### src/verilog/branchPkg.sv
//~~~~~~~~~~~~~~~~~~~~~~~~~~~~~~
// Shared types, RV32 opcode constants
// and the two-bit counter states
//~~~~~~~~~~~~~~~~~~~~~~~~~~~~~~
package branchPkg;

    typedef logic [31:0] addrT;
    typedef logic [31:0] instrT;
    typedef logic [6:0]  opcodeT;
    typedef logic [2:0]  funct3T;

    // Saturating predictor states
    // The MSB set predicts taken
    typedef enum logic [1:0] {
        STRONGLY_NOT_TAKEN = 2'b00,
        WEAKLY_NOT_TAKEN   = 2'b01,
        WEAKLY_TAKEN       = 2'b10,
        STRONGLY_TAKEN     = 2'b11
    } counterT;

    // Major opcodes
    localparam opcodeT OP_BRANCH = 7'b1100011;
    localparam opcodeT OP_JAL    = 7'b1101111;

    // Branch conditions
    localparam funct3T F3_BEQ = 3'b000;
    localparam funct3T F3_BNE = 3'b001;

    // addi x0, x0, 0
    localparam instrT NOP_INSTR = 32'h0000_0013;

    localparam addrT INSTR_BYTES = 32'd4;

endpackage

### src/verilog/branchTargetBuffer.sv
//~~~~~~~~~~~~~~~~~~~~~~~~~~~~~~
// Direct-mapped branch target buffer
//~~~~~~~~~~~~~~~~~~~~~~~~~~~~~~
module branchTargetBuffer #(
    parameter int BTB_ENTRIES = 32
) (
    input  logic            clk,
    input  logic            reset,
    input  branchPkg::addrT lookupPc_i,
    output logic            hit_o,
    output branchPkg::addrT target_o,
    output logic            isJump_o,
    input  logic            we_i,
    input  branchPkg::addrT writePc_i,
    input  branchPkg::addrT writeTarget_i,
    input  logic            writeJump_i
);

    import branchPkg::*;

    localparam int INDEX_BITS = $clog2(BTB_ENTRIES);

    logic [BTB_ENTRIES-1:0] validBits;
    addrT                   targets [BTB_ENTRIES];
    logic [BTB_ENTRIES-1:0] jumpBits;

    logic [INDEX_BITS-1:0] lookupIndex;
    logic [INDEX_BITS-1:0] writeIndex;

    // Word index, byte offset dropped
    assign lookupIndex = lookupPc_i[INDEX_BITS+1:2];
    assign writeIndex  = writePc_i[INDEX_BITS+1:2];

    assign hit_o    = validBits[lookupIndex];
    assign target_o = targets[lookupIndex];
    assign isJump_o = jumpBits[lookupIndex];

    always_ff @(posedge clk) begin
        if (reset) begin
            validBits <= '0;
        end else if (we_i) begin
            validBits[writeIndex] <= 1'b1;
        end
    end

    always_ff @(posedge clk) begin
        if (we_i) begin
            targets[writeIndex]  <= writeTarget_i;
            jumpBits[writeIndex] <= writeJump_i;
        end
    end

    // Updates come from execute, whose PC came out of fetch
    aWriteAligned : assert property (@(posedge clk) disable iff (reset)
        we_i |-> (writePc_i[1:0] == 2'b00));

endmodule

### src/verilog/gshareTable.sv
//~~~~~~~~~~~~~~~~~~~~~~~~~~~~~~
// Gshare predictor: history register
// and two-bit counter table
//~~~~~~~~~~~~~~~~~~~~~~~~~~~~~~
module gshareTable #(
    parameter int GHR_BITS = 5
) (
    input  logic                   clk,
    input  logic                   reset,
    input  branchPkg::addrT        fetchPc_i,
    output logic [GHR_BITS-1:0]    readIndex_o,
    output branchPkg::counterT     counter_o,
    input  logic                   shiftEn_i,
    input  logic                   shiftBit_i,
    input  logic                   clearHistory_i,
    input  logic                   updateEn_i,
    input  logic [GHR_BITS-1:0]    updateIndex_i,
    input  logic                   taken_i
);

    import branchPkg::*;

    localparam int TABLE_SIZE = 2 ** GHR_BITS;

    logic [GHR_BITS-1:0] history;
    counterT             counters [TABLE_SIZE];
    counterT             oldCount;

    assign readIndex_o = fetchPc_i[GHR_BITS+1:2] ^ history;
    assign counter_o   = counters[readIndex_o];
    assign oldCount    = counters[updateIndex_i];

    // Clear has priority over a shift
    always_ff @(posedge clk) begin
        if (reset || clearHistory_i) begin
            history <= '0;
        end else if (shiftEn_i) begin
            history <= {history[GHR_BITS-2:0], shiftBit_i};
        end
    end

    always_ff @(posedge clk) begin
        if (reset) begin
            for (int i = 0; i < TABLE_SIZE; i++) begin
                counters[i] <= WEAKLY_NOT_TAKEN;
            end
        end else if (updateEn_i) begin
            // Saturate at both ends
            if (taken_i && oldCount != STRONGLY_TAKEN) begin
                counters[updateIndex_i] <= counterT'(oldCount + 2'd1);
            end else if (!taken_i && oldCount != STRONGLY_NOT_TAKEN) begin
                counters[updateIndex_i] <= counterT'(oldCount - 2'd1);
            end
        end
    end

    // A mispredict squashes the fetch that would have shifted
    aShiftNotClear : assert property (@(posedge clk) disable iff (reset)
        !(shiftEn_i && clearHistory_i));

endmodule

### src/verilog/fetchStage.sv
//~~~~~~~~~~~~~~~~~~~~~~~~~~~~~~
// Fetch PC register and next-PC mux
//~~~~~~~~~~~~~~~~~~~~~~~~~~~~~~
module fetchStage #(
    parameter branchPkg::addrT RESET_PC = '0
) (
    input  logic            clk,
    input  logic            reset,
    input  logic            stall_i,
    input  logic            mispredict_i,
    input  branchPkg::addrT redirectPc_i,
    input  logic            predictTaken_i,
    input  branchPkg::addrT predictTarget_i,
    output branchPkg::addrT pc_o
);

    import branchPkg::*;

    addrT nextPc;

    // Redirect from execute, then the prediction, then sequential
    always_comb begin
        if (mispredict_i) begin
            nextPc = redirectPc_i;
        end else if (predictTaken_i) begin
            nextPc = predictTarget_i;
        end else begin
            nextPc = pc_o + INSTR_BYTES;
        end
    end

    // A redirect must not be lost to a stall
    always_ff @(posedge clk) begin
        if (reset) begin
            pc_o <= RESET_PC;
        end else if (mispredict_i || !stall_i) begin
            pc_o <= nextPc;
        end
    end

endmodule

### src/verilog/decodeStage.sv
//~~~~~~~~~~~~~~~~~~~~~~~~~~~~~~
// Decode register with flush to NOP,
// B-type and J-type immediates
//~~~~~~~~~~~~~~~~~~~~~~~~~~~~~~
module decodeStage #(
    parameter int GHR_BITS = 5
) (
    input  logic                clk,
    input  logic                reset,
    input  logic                stall_i,
    input  logic                flush_i,
    input  branchPkg::instrT    instr_i,
    input  branchPkg::addrT     pc_i,
    input  logic                predTaken_i,
    input  logic [GHR_BITS-1:0] phtIndex_i,
    output branchPkg::opcodeT   opcode_o,
    output branchPkg::funct3T   funct3_o,
    output branchPkg::addrT     imm_o,
    output branchPkg::addrT     pc_o,
    output logic                predTaken_o,
    output logic [GHR_BITS-1:0] phtIndex_o
);

    import branchPkg::*;

    instrT instrD;
    addrT  immB;
    addrT  immJ;

    always_ff @(posedge clk) begin
        if (reset || flush_i) begin
            instrD      <= NOP_INSTR;
            predTaken_o <= 1'b0;
        end else if (!stall_i) begin
            instrD      <= instr_i;
            predTaken_o <= predTaken_i;
        end
    end

    // Prediction info rides along, ignored once the word is a NOP
    always_ff @(posedge clk) begin
        if (!stall_i) begin
            pc_o       <= pc_i;
            phtIndex_o <= phtIndex_i;
        end
    end

    assign opcode_o = instrD[6:0];
    assign funct3_o = instrD[14:12];

    assign immB = {{20{instrD[31]}}, instrD[7], instrD[30:25], instrD[11:8], 1'b0};
    assign immJ = {{12{instrD[31]}}, instrD[19:12], instrD[20], instrD[30:21], 1'b0};

    assign imm_o = (opcode_o == OP_JAL) ? immJ : immB;

endmodule

### src/verilog/branchResolve.sv
//~~~~~~~~~~~~~~~~~~~~~~~~~~~~~~
// Execute register, branch outcome,
// mispredict and predictor updates
//~~~~~~~~~~~~~~~~~~~~~~~~~~~~~~
module branchResolve #(
    parameter int BTB_ENTRIES = 32,
    parameter int GHR_BITS    = 5
) (
    input  logic                clk,
    input  logic                reset,
    input  logic                bubble_i,
    input  branchPkg::opcodeT   opcode_i,
    input  branchPkg::funct3T   funct3_i,
    input  branchPkg::addrT     imm_i,
    input  branchPkg::addrT     pc_i,
    input  logic                predTaken_i,
    input  logic [GHR_BITS-1:0] phtIndex_i,
    input  logic                zero_i,
    output logic                mispredict_o,
    output branchPkg::addrT     redirectPc_o,
    output logic                btbWe_o,
    output branchPkg::addrT     btbPc_o,
    output branchPkg::addrT     btbTarget_o,
    output logic                btbJump_o,
    output logic                phtWe_o,
    output logic [GHR_BITS-1:0] phtIndex_o,
    output logic                phtTaken_o
);

    import branchPkg::*;

    opcodeT              opcodeE;
    funct3T              funct3E;
    addrT                immE;
    addrT                pcE;
    logic                predTakenE;
    logic [GHR_BITS-1:0] phtIndexE;

    logic isBranch;
    logic isJal;
    logic branchTaken;
    addrT targetPc;

    // Opcode zero marks a slot with no control transfer
    always_ff @(posedge clk) begin
        if (reset || bubble_i || mispredict_o) begin
            opcodeE    <= '0;
            predTakenE <= 1'b0;
        end else begin
            opcodeE    <= opcode_i;
            predTakenE <= predTaken_i;
        end
    end

    always_ff @(posedge clk) begin
        funct3E   <= funct3_i;
        immE      <= imm_i;
        pcE       <= pc_i;
        phtIndexE <= phtIndex_i;
    end

    assign isBranch = (opcodeE == OP_BRANCH);
    assign isJal    = (opcodeE == OP_JAL);

    assign branchTaken = (funct3E == F3_BEQ && zero_i) ||
                         (funct3E == F3_BNE && !zero_i);

    assign targetPc = pcE + immE;

    assign mispredict_o = (isBranch && (predTakenE != branchTaken)) ||
                          (isJal && !predTakenE);

    // Undo whichever path fetch followed
    assign redirectPc_o = predTakenE ? pcE + INSTR_BYTES : targetPc;

    assign btbWe_o     = isJal || (isBranch && branchTaken);
    assign btbPc_o     = pcE;
    assign btbTarget_o = targetPc;
    assign btbJump_o   = isJal;

    assign phtWe_o    = isBranch;
    assign phtIndex_o = phtIndexE;
    assign phtTaken_o = branchTaken;

    // Fetch only ever steps in whole words
    aRedirectAligned : assert property (@(posedge clk) disable iff (reset)
        mispredict_o |-> (redirectPc_o[1:0] == 2'b00));

endmodule

### src/verilog/branchFrontEnd.sv
//~~~~~~~~~~~~~~~~~~~~~~~~~~~~~~
// Branch prediction front end top
//~~~~~~~~~~~~~~~~~~~~~~~~~~~~~~
module branchFrontEnd #(
    parameter branchPkg::addrT RESET_PC    = '0,
    parameter int              BTB_ENTRIES = 32,
    parameter int              GHR_BITS    = 5
) (
    input  logic             clk,
    input  logic             reset,
    input  branchPkg::instrT instrF_i,
    input  logic             stall_i,
    input  logic             zeroE_i,
    output branchPkg::addrT  pcF_o,
    output logic             predictTakenF_o,
    output logic             mispredictE_o
);

    import branchPkg::*;

    logic                btbHitF;
    addrT                btbTargetF;
    logic                btbJumpF;
    logic [GHR_BITS-1:0] phtIndexF;
    counterT             counterF;
    logic                historyShift;

    opcodeT              opcodeD;
    funct3T              funct3D;
    addrT                immD;
    addrT                pcD;
    logic                predTakenD;
    logic [GHR_BITS-1:0] phtIndexD;

    addrT                redirectPcE;
    logic                btbWeE;
    addrT                btbPcE;
    addrT                btbTargetE;
    logic                btbJumpE;
    logic                phtWeE;
    logic [GHR_BITS-1:0] phtIndexE;
    logic                phtTakenE;

    // Jumps in the BTB are always taken, branches follow the counter
    assign predictTakenF_o = btbHitF && (btbJumpF || counterF[1]);

    assign historyShift = !stall_i && !mispredictE_o && (instrF_i[6:0] == OP_BRANCH);

    fetchStage #(.RESET_PC(RESET_PC)) i_fetchStage (
        .clk(clk), .reset(reset), .stall_i(stall_i),
        .mispredict_i(mispredictE_o), .redirectPc_i(redirectPcE),
        .predictTaken_i(predictTakenF_o), .predictTarget_i(btbTargetF),
        .pc_o(pcF_o)
    );

    branchTargetBuffer #(.BTB_ENTRIES(BTB_ENTRIES)) i_branchTargetBuffer (
        .clk(clk), .reset(reset), .lookupPc_i(pcF_o),
        .hit_o(btbHitF), .target_o(btbTargetF), .isJump_o(btbJumpF),
        .we_i(btbWeE), .writePc_i(btbPcE), .writeTarget_i(btbTargetE),
        .writeJump_i(btbJumpE)
    );

    gshareTable #(.GHR_BITS(GHR_BITS)) i_gshareTable (
        .clk(clk), .reset(reset), .fetchPc_i(pcF_o),
        .readIndex_o(phtIndexF), .counter_o(counterF),
        .shiftEn_i(historyShift), .shiftBit_i(predictTakenF_o),
        .clearHistory_i(mispredictE_o), .updateEn_i(phtWeE),
        .updateIndex_i(phtIndexE), .taken_i(phtTakenE)
    );

    decodeStage #(.GHR_BITS(GHR_BITS)) i_decodeStage (
        .clk(clk), .reset(reset), .stall_i(stall_i), .flush_i(mispredictE_o),
        .instr_i(instrF_i), .pc_i(pcF_o), .predTaken_i(predictTakenF_o),
        .phtIndex_i(phtIndexF), .opcode_o(opcodeD), .funct3_o(funct3D),
        .imm_o(immD), .pc_o(pcD), .predTaken_o(predTakenD), .phtIndex_o(phtIndexD)
    );

    branchResolve #(.BTB_ENTRIES(BTB_ENTRIES), .GHR_BITS(GHR_BITS)) i_branchResolve (
        .clk(clk), .reset(reset), .bubble_i(stall_i),
        .opcode_i(opcodeD), .funct3_i(funct3D), .imm_i(immD), .pc_i(pcD),
        .predTaken_i(predTakenD), .phtIndex_i(phtIndexD), .zero_i(zeroE_i),
        .mispredict_o(mispredictE_o), .redirectPc_o(redirectPcE),
        .btbWe_o(btbWeE), .btbPc_o(btbPcE), .btbTarget_o(btbTargetE),
        .btbJump_o(btbJumpE), .phtWe_o(phtWeE), .phtIndex_o(phtIndexE),
        .phtTaken_o(phtTakenE)
    );

endmodule

### config.mk
export PLATFORM = sky130hd
export DESIGN_NAME = branchFrontEnd
export DESIGN_NICKNAME = d
export VERILOG_FILES = /design/src/verilog/branchPkg.sv /design/src/verilog/branchTargetBuffer.sv /design/src/verilog/gshareTable.sv /design/src/verilog/fetchStage.sv /design/src/verilog/decodeStage.sv /design/src/verilog/branchResolve.sv /design/src/verilog/branchFrontEnd.sv
export SDC_FILE = /design/constraint.sdc
export NUM_CORES = 2
export LEC_CHECK = 0
export ABC_CLOCK_PERIOD_IN_PS = 9900
export BUFFER_PORTS_ARGS = -buffer_cell sky130_fd_sc_hd__buf_4
export CAP_MARGIN = 10
export CORE_MARGIN = 3
export CORE_UTILIZATION = 60
export CTS_CLUSTER_DIAMETER = 60
export DETAILED_ROUTE_END_ITERATION = 12
export HOLD_SLACK_MARGIN = 0.06
export PLACE_DENSITY = 0.76
export SLEW_MARGIN = 5
export SYNTH_ARGS = -nofsm -noshare
export SYNTH_HDL_FRONTEND = slang
export SYNTH_HIERARCHICAL = 1
export SYNTH_SLANG_ARGS = --single-unit
### constraint.sdc
create_clock -name clk -period 9.9 [get_ports clk]
set_input_delay 0.99 -clock clk [delete_from_list [all_inputs] [get_ports clk]]
set_output_delay 0.99 -clock clk [all_outputs]
set_load 0.01 [all_outputs]
# --- Word-level counts from Yosys, hierarchy flattened ---
# Memory sizes are Yosys's and may differ from the RTL's. A register that Yosys moved wholly into a read port is not among the register bits.
# Index checks and enable logic that the tools add are counted.
op_classes:
  addsub: 5
  magnitude_cmp: 3
  n_eq_ne: 7
  mux: 30
  n_bitwise: 3
  reduce_logical: 27
op_table:
  columns: ["op", "count"]
  rows:
  - ["$mux 32", 3]
  - ["$add 32x3->32 const B", 2]
  - ["$add 32x32->32", 1]
  - ["$bwmux 32", 1]
  - ["$or 32x32->32", 1]
  - ["$eq 7x7->1 const B", 4]
  - ["$mux 20", 1]
  - ["$mux 1", 17]
  - ["$mux 5", 3]
  - ["$lt 5x6->1 const B", 2]
  - ["$logic_and 1x1->1", 11]
  - ["$bmux 1 s5", 2]
  - ["$logic_or 1x1->1", 8]
  - ["$demux 1 s5", 1]
  - ["$ge 5x1->1 const B", 1]
  - ["$logic_not 1->1", 5]
  - ["$xor 5x5->5", 1]
  - ["$mux 2", 2]
  - ["$eq 3x1->1 const B", 1]
  - ["$logic_not 3->1", 1]
  - ["$add 2x1->2 const B", 1]
  - ["$ne 2x2->1 const B", 1]
  - ["$reduce_bool 2->1", 1]
  - ["$reduce_or 2->1", 1]
  - ["3 further kinds", 3]
totals:
  regBits: 240
  ram_bits: 1088
  input_bits: 36
  out_inout_bits: 34
  word_cells: 91
  n_memories: 2
memory_table:
  columns: ["name", "depth", "width", "rd", "rd_clocked_by_memory_dff", "wr", "line_no", "rtl"]
  rows:
  - ["i_branchTargetBuffer.targets", 32, 32, 1, 1, 1, "branchTargetBuffer.sv:24", "addrT targets [BTB_ENTRIES];"]
  - ["i_gshareTable.counters", 32, 2, 2, 1, 32, "gshareTable.sv:26", "counterT counters [TABLE_SIZE];"]

# --- Depth between registers and ports, before layout ---
depth:
  ltp_word: 13
  depth_mapped: 16
  mapped_depth_nobuf: 15

# --- Modules after synthesis ---
# The synthesis kept the hierarchy.
by_module_without_submodules:
  columns: ["mod", "n_inst", "cells_per_inst", "area_each_um2", "seq_area_each_um2"]
  rows:
  - ["branchTargetBuffer", 1, 2432, 42343.1, 32351.0]
  - ["gshareTable", 1, 400, 4758.3, 2021.9]
  - ["branchResolve", 1, 465, 4207.8, 1601.5]
  - ["decodeStage", 1, 194, 2696.3, 1771.7]
  - ["fetchStage", 1, 328, 2376.0, 640.6]
  - ["branchFrontEnd", 1, 4, 35.0, 0.0]

# --- Worst setup path before layout ---
# No wires, ideal clock.
synth_timing:
  path_kind: "register to register"
  from: "register i_branchResolve.pcE[18], in the netlist i_branchResolve/btbPc_o[18]"
  to: "register i_fetchStage.pc_o[25]"
  setup_ns: 0.079
  arrival_time_ns: 3.929
  required_time_ns: 9.821
  setup_slack_ns: 5.892
  path_stages_with_launch: 13
  n_path_buf: 1
  synth_period_minus_slack_ns: 4.008
  cell_sequence: "dfxtp_1 > ha_1 > clkbuf_1 > and3_1 > nand4_1 > o31a_2 > nand2_1 > a21boi_1 > xnor2_1 > mux2_2 > and2b_2 > or4_2 > o211ai_1"
synth_via:
  elab_chain_len: 3
  elab_cells_between_ends: 4
  cone_classes: "add/sub: 2; mux: 2"
synth_rtl:
  columns: ["element", "line_no", "rtl"]
  rows:
  - ["start: declaration", "branchResolve.sv:35", "addrT pcE;"]
  - ["start signal: assignment", "branchResolve.sv:58", "pcE <= pc_i;"]
  - ["$add 32x32->32", "branchResolve.sv:68", "assign targetPc = pcE + immE;"]
  - ["named net btbTargetE[25]", "branchFrontEnd.sv:38", "addrT btbTargetE;"]
  - ["$mux 32", "branchResolve.sv:74", "assign redirectPc_o = predTakenE ? pcE + INSTR_BYTES : targetPc;"]
  - ["named net redirectPcE[25]", "branchFrontEnd.sv:35", "addrT redirectPcE;"]
  - ["$mux 32", "fetchStage.sv:23", "if (mispredict_i) begin"]
  - ["end signal: assignment", "fetchStage.sv:37", "pc_o <= nextPc;"]
  - ["end: declaration", "fetchStage.sv:14", "output branchPkg::addrT pc_o"]
# The timed path passes the listed nets, and every way through them passes these cells.
# A chain may end at the register's enable or synchronous reset.

# --- Worst setup path after layout ---
layout_timing:
  from: "register i_fetchStage.pc_o[3]"
  to: "output port predictTakenF_o"
layout_via:
  elab_cells_between_ends: 8
  cone_classes: "mux: 4; bitwise: 1; reduce/logical: 2; memory: 1"
layout_lines:
  columns: ["element", "line_no", "rtl"]
  rows:
  - ["$bmux 1 s5", "branchTargetBuffer.sv:34", "assign hit_o = validBits[lookupIndex];"]
  - ["$mux 1 (not written as such)", "branchTargetBuffer.sv:34", null]
  - ["named net btbHitF", "branchFrontEnd.sv:21", "logic btbHitF;"]
  - ["$logic_and 1x1->1", "branchFrontEnd.sv:45", "assign predictTakenF_o = btbHitF && (btbJumpF || counterF[1]);"]
  - ["end: declaration", "branchFrontEnd.sv:15", "output logic predictTakenF_o,"]
# The timed path passes the listed nets, and every way through them passes these cells. The select of a mux whose other input is x is not followed.

==> impl_metrics.csv <==
group,metric,value,unit
outcome,status,"completed",
worst_setup_path,critical_path_class,"reg2out",
die,coreArea,92220,sq um
pwr,swShare,26.20,%
worst_setup_path,cp_max_fo,50,
worst_setup_path,path_cells,"buf_4, buf_4, mux2i_1, a22oi_1, nand3_1, nand3_1, o21a_2, buf_4",
grt,grt_pass1_wl,208900,microns
grt,antenna_found_initial,0,
drt,drc,0,
sta,skew,22.53,ps
sta,finalSetupViolCount,0,
sta,finalCritPeriodShare,57.40,%
drt,drt_iter0_drc,4259,
sta,fmax,176.0,MHz
worst_setup_path,start_kind,"flip-flop",
logic_synthesis,syn-num-nets,3882,
pwr,power_frac_comb,14.4,%
layout,syn_to_final_growth,10.58,%
sta,slew_viol_final,0,
sta,rsz0062_at_grt,"false",
drt,ant_nets,0,
pwr,internal-power,9796,uW
pwr,power_density,213.7,nW/um^2
worst_setup_path,regToRegStartpoint,"i_fetchStage/pc_o[3]$_SDFFE_PP0P_",
logic_synthesis,netlist_area,56180,sq um
cts,cts_htree_levels,4,
worst_setup_path,slowest_stage,"dfxtp_4",
cts,post_cts_resized,0,
grt,grt_pass1_vias,32780,
pwr,total_power,13270,uW
grt,track_usage,28.61,%
die,die_y,312.0,microns
logic_synthesis,yosysWarnings,6,
die,floorplan.rows,111,
cts,clock-sinks,1339,
die,start_util,60.92,%
layout,antenna_cells,0,
logic_synthesis,syn_area_per_cell,14.74,sq um
worst_setup_path,reg2reg_depth,13,
min_path,hp-class,"reg2reg",
placement,gp_congestion,0.8941,
worst_setup_path,reg2reg_to,"i_fetchStage/pc_o[24]$_SDFFE_PP0P_",
worst_setup_path,endpoint_kind,"output port",
worst_setup_path,reg2reg_setup_slack,4660,ps
worst_setup_path,worst_path_most_repeated_cell,"buf_4",
pwr,p_leak,0.02019,uW
placement,place_hpwl,78030,microns
layout,nNetsFinal,3922,
grt,gr-total-overflow,0,
cts,clock_path_buffers,3,
layout,drive_gt1_share,13.48,%
min_path,worstHoldPathCells,0,
drt,wl_per_cell,27.08,microns
worst_setup_path,crit_required,8910,ps
cts,cts_buffers,135,
die,die_w,312.0,microns
die,die_area,97340,sq um
drt,totalWireLength,141000,microns
worst_setup_path,slowest_delay,840,ps
run,cap_violations,0,
grt,grt_max_degree,121,
cts,postCtsHoldBufs,0,
pwr,vdd_drop_max,0.1814,mV
pwr,p_switching,3478,uW
cts,insertion_delay,740,ps
cts,tritoncts,"done",
pwr,clkPwrFrac,36.2,%
worst_setup_path,critPathLaunch,"i_fetchStage/pc_o[3]$_SDFFE_PP0P_",
die,io_pins,70,
cts,clkTransAtPathRegs,60,ps
sta,fin_tns_setup,0,ps
sta,tightest_slew,1187,ps
pwr,pwr-share-seq,49.5,%
layout,fillCellCount,6288,
placement,port_buffers,69,
min_path,min_from,"i_decodeStage/pc_o[17]$_DFFE_PN_",
worst_setup_path,cp.arrival,4690,ps
sta,post-route-min-period,5683,ps
logic_synthesis,syn_inst,3812,
min_path,whs_endpoint,"i_branchResolve/btbPc_o[17]$_DFF_P_",
sta,maxSlewHeadroom,20.80,%
drt,dr.pass1.iters,6,
drt,vias,33530,
layout,seq_area,38390,sq um
cts,post_cts_buffers,0,
drt,via_per_inst,6.442,
cts,cts_root_buf,"clkbuf_16",
layout,multi_input_comb_area,16720,sq um
sta,finalHoldViolations,0,
-- worst max path at each step --
stage,endpoint,depth (start not counted)
6_report,predictTakenF_o,8
5_1_grt,predictTakenF_o,8
4_1_cts,predictTakenF_o,8
3_5_place_dp,i_fetchStage/pc_o[22]$_SDFFE_PP0P_,10
3_3_place_gp,i_fetchStage/pc_o[19]$_SDFFE_PP0P_,11
2_1_floorplan,i_fetchStage/pc_o[25]$_SDFFE_PP0P_,12
-- state kept, by name, summed over array words and instances (netlist names) --
name                            cells
i_branchResolve/btbPc_o            32
i_gshareTable/counters             64
i_branchResolve/immE               32
i_branchTargetBuffer/targets     1024
i_decodeStage/pc_o                 32
i_branchResolve/phtIndex_o          5
i_gshareTable/history               5
i_fetchStage/pc_o                  32
i_decodeStage/predTaken_o           1
i_branchTargetBuffer/validBits     32
i_decodeStage/phtIndex_o            5
i_branchResolve/opcodeE             7
i_decodeStage/instrD               32
i_branchResolve/predTakenE          1
i_branchResolve/funct3E             3
i_branchTargetBuffer/jumpBits      32
-- critical path, delay by kind of cell, from the launching register on --
family / cells / cell delay [ps]
AO/OA/AOI/OAI: 2 / 900
buffers and inverters: 3 / 1750
flip-flops: 1 / 840
multiplexers: 1 / 180
AND/OR/NAND/NOR: 2 / 190
-- power by group through the flow --
stage / registers [uW] / logic [uW] / clock network [uW]
finish: 6570 / 1910 / 4800
global route: 6580 / 2020 / 5080
CTS: 6570 / 1890 / 4850
detailed placement: 6690 / 1880 / 0
global placement: 6680 / 1850 / 0
floorplan: 6640 / 1310 / 0
-- cells in the final DEF, fill, tap and decap left out, types with 23 or more instances in the layout --
| cell | count |
|---|---|
| buf_4 | 155 |
| a21oi_1 | 190 |
| nor2_4 | 35 |
| a211oi_2 | 32 |
| nand2_1 | 211 |
| nor2_1 | 178 |
| dfxtp_1 | 179 |
| a22oi_1 | 107 |
| a22o_1 | 70 |
| clkbuf_16 | 138 |
| a31oi_1 | 43 |
| mux2i_1 | 613 |
| clkbuf_1 | 36 |
| and3_1 | 24 |
| ha_1 | 33 |
| nand3_1 | 162 |
| o21ai_0 | 32 |
| clkinv_2 | 23 |
| edfxtp_1 | 1157 |
| o21bai_1 | 38 |
| nor3_1 | 64 |
| clkinv_1 | 27 |
-- metrics by stage --
step                      instance area (sq um)  setup WS (ps)  hold slack, ps  std cells  util, %
after floorplan                           56180           5892           323.3       3812        -
after global placement                    57970           4881           323.9       4957    62.86
after detailed placement                  57970           4812           326.9       4957    62.86
after CTS                                 62100           4223           333.2       5204    67.34
after global routing                      62120           3998           333.6       5205    67.37
final                                     62120           4217           338.1       5205    67.37
-- metal layers --
metal | vias up | wire length [microns] | GRT usage (%)
met1 | 16840 | 56280 | 39.77
li1 | 14740 | - | -
met5 | - | 0 | 0
met4 | 0 | 5251 | 11.31
met2 | 1701 | 67200 | 45.73
met3 | 254 | 12230 | 4.668
-- layout make-up --
class	instances	area share (%)
Sequential cell	1339	61.80
Tap cell	1243	2.503
Multi-Input combinational cell	2197	26.92
Inverter	20	0.1208
Timing Repair Buffer	159	1.994
Clock buffer	179	5.887
Clock inverter	68	0.7714
Power figures use the tool's default switching activity.
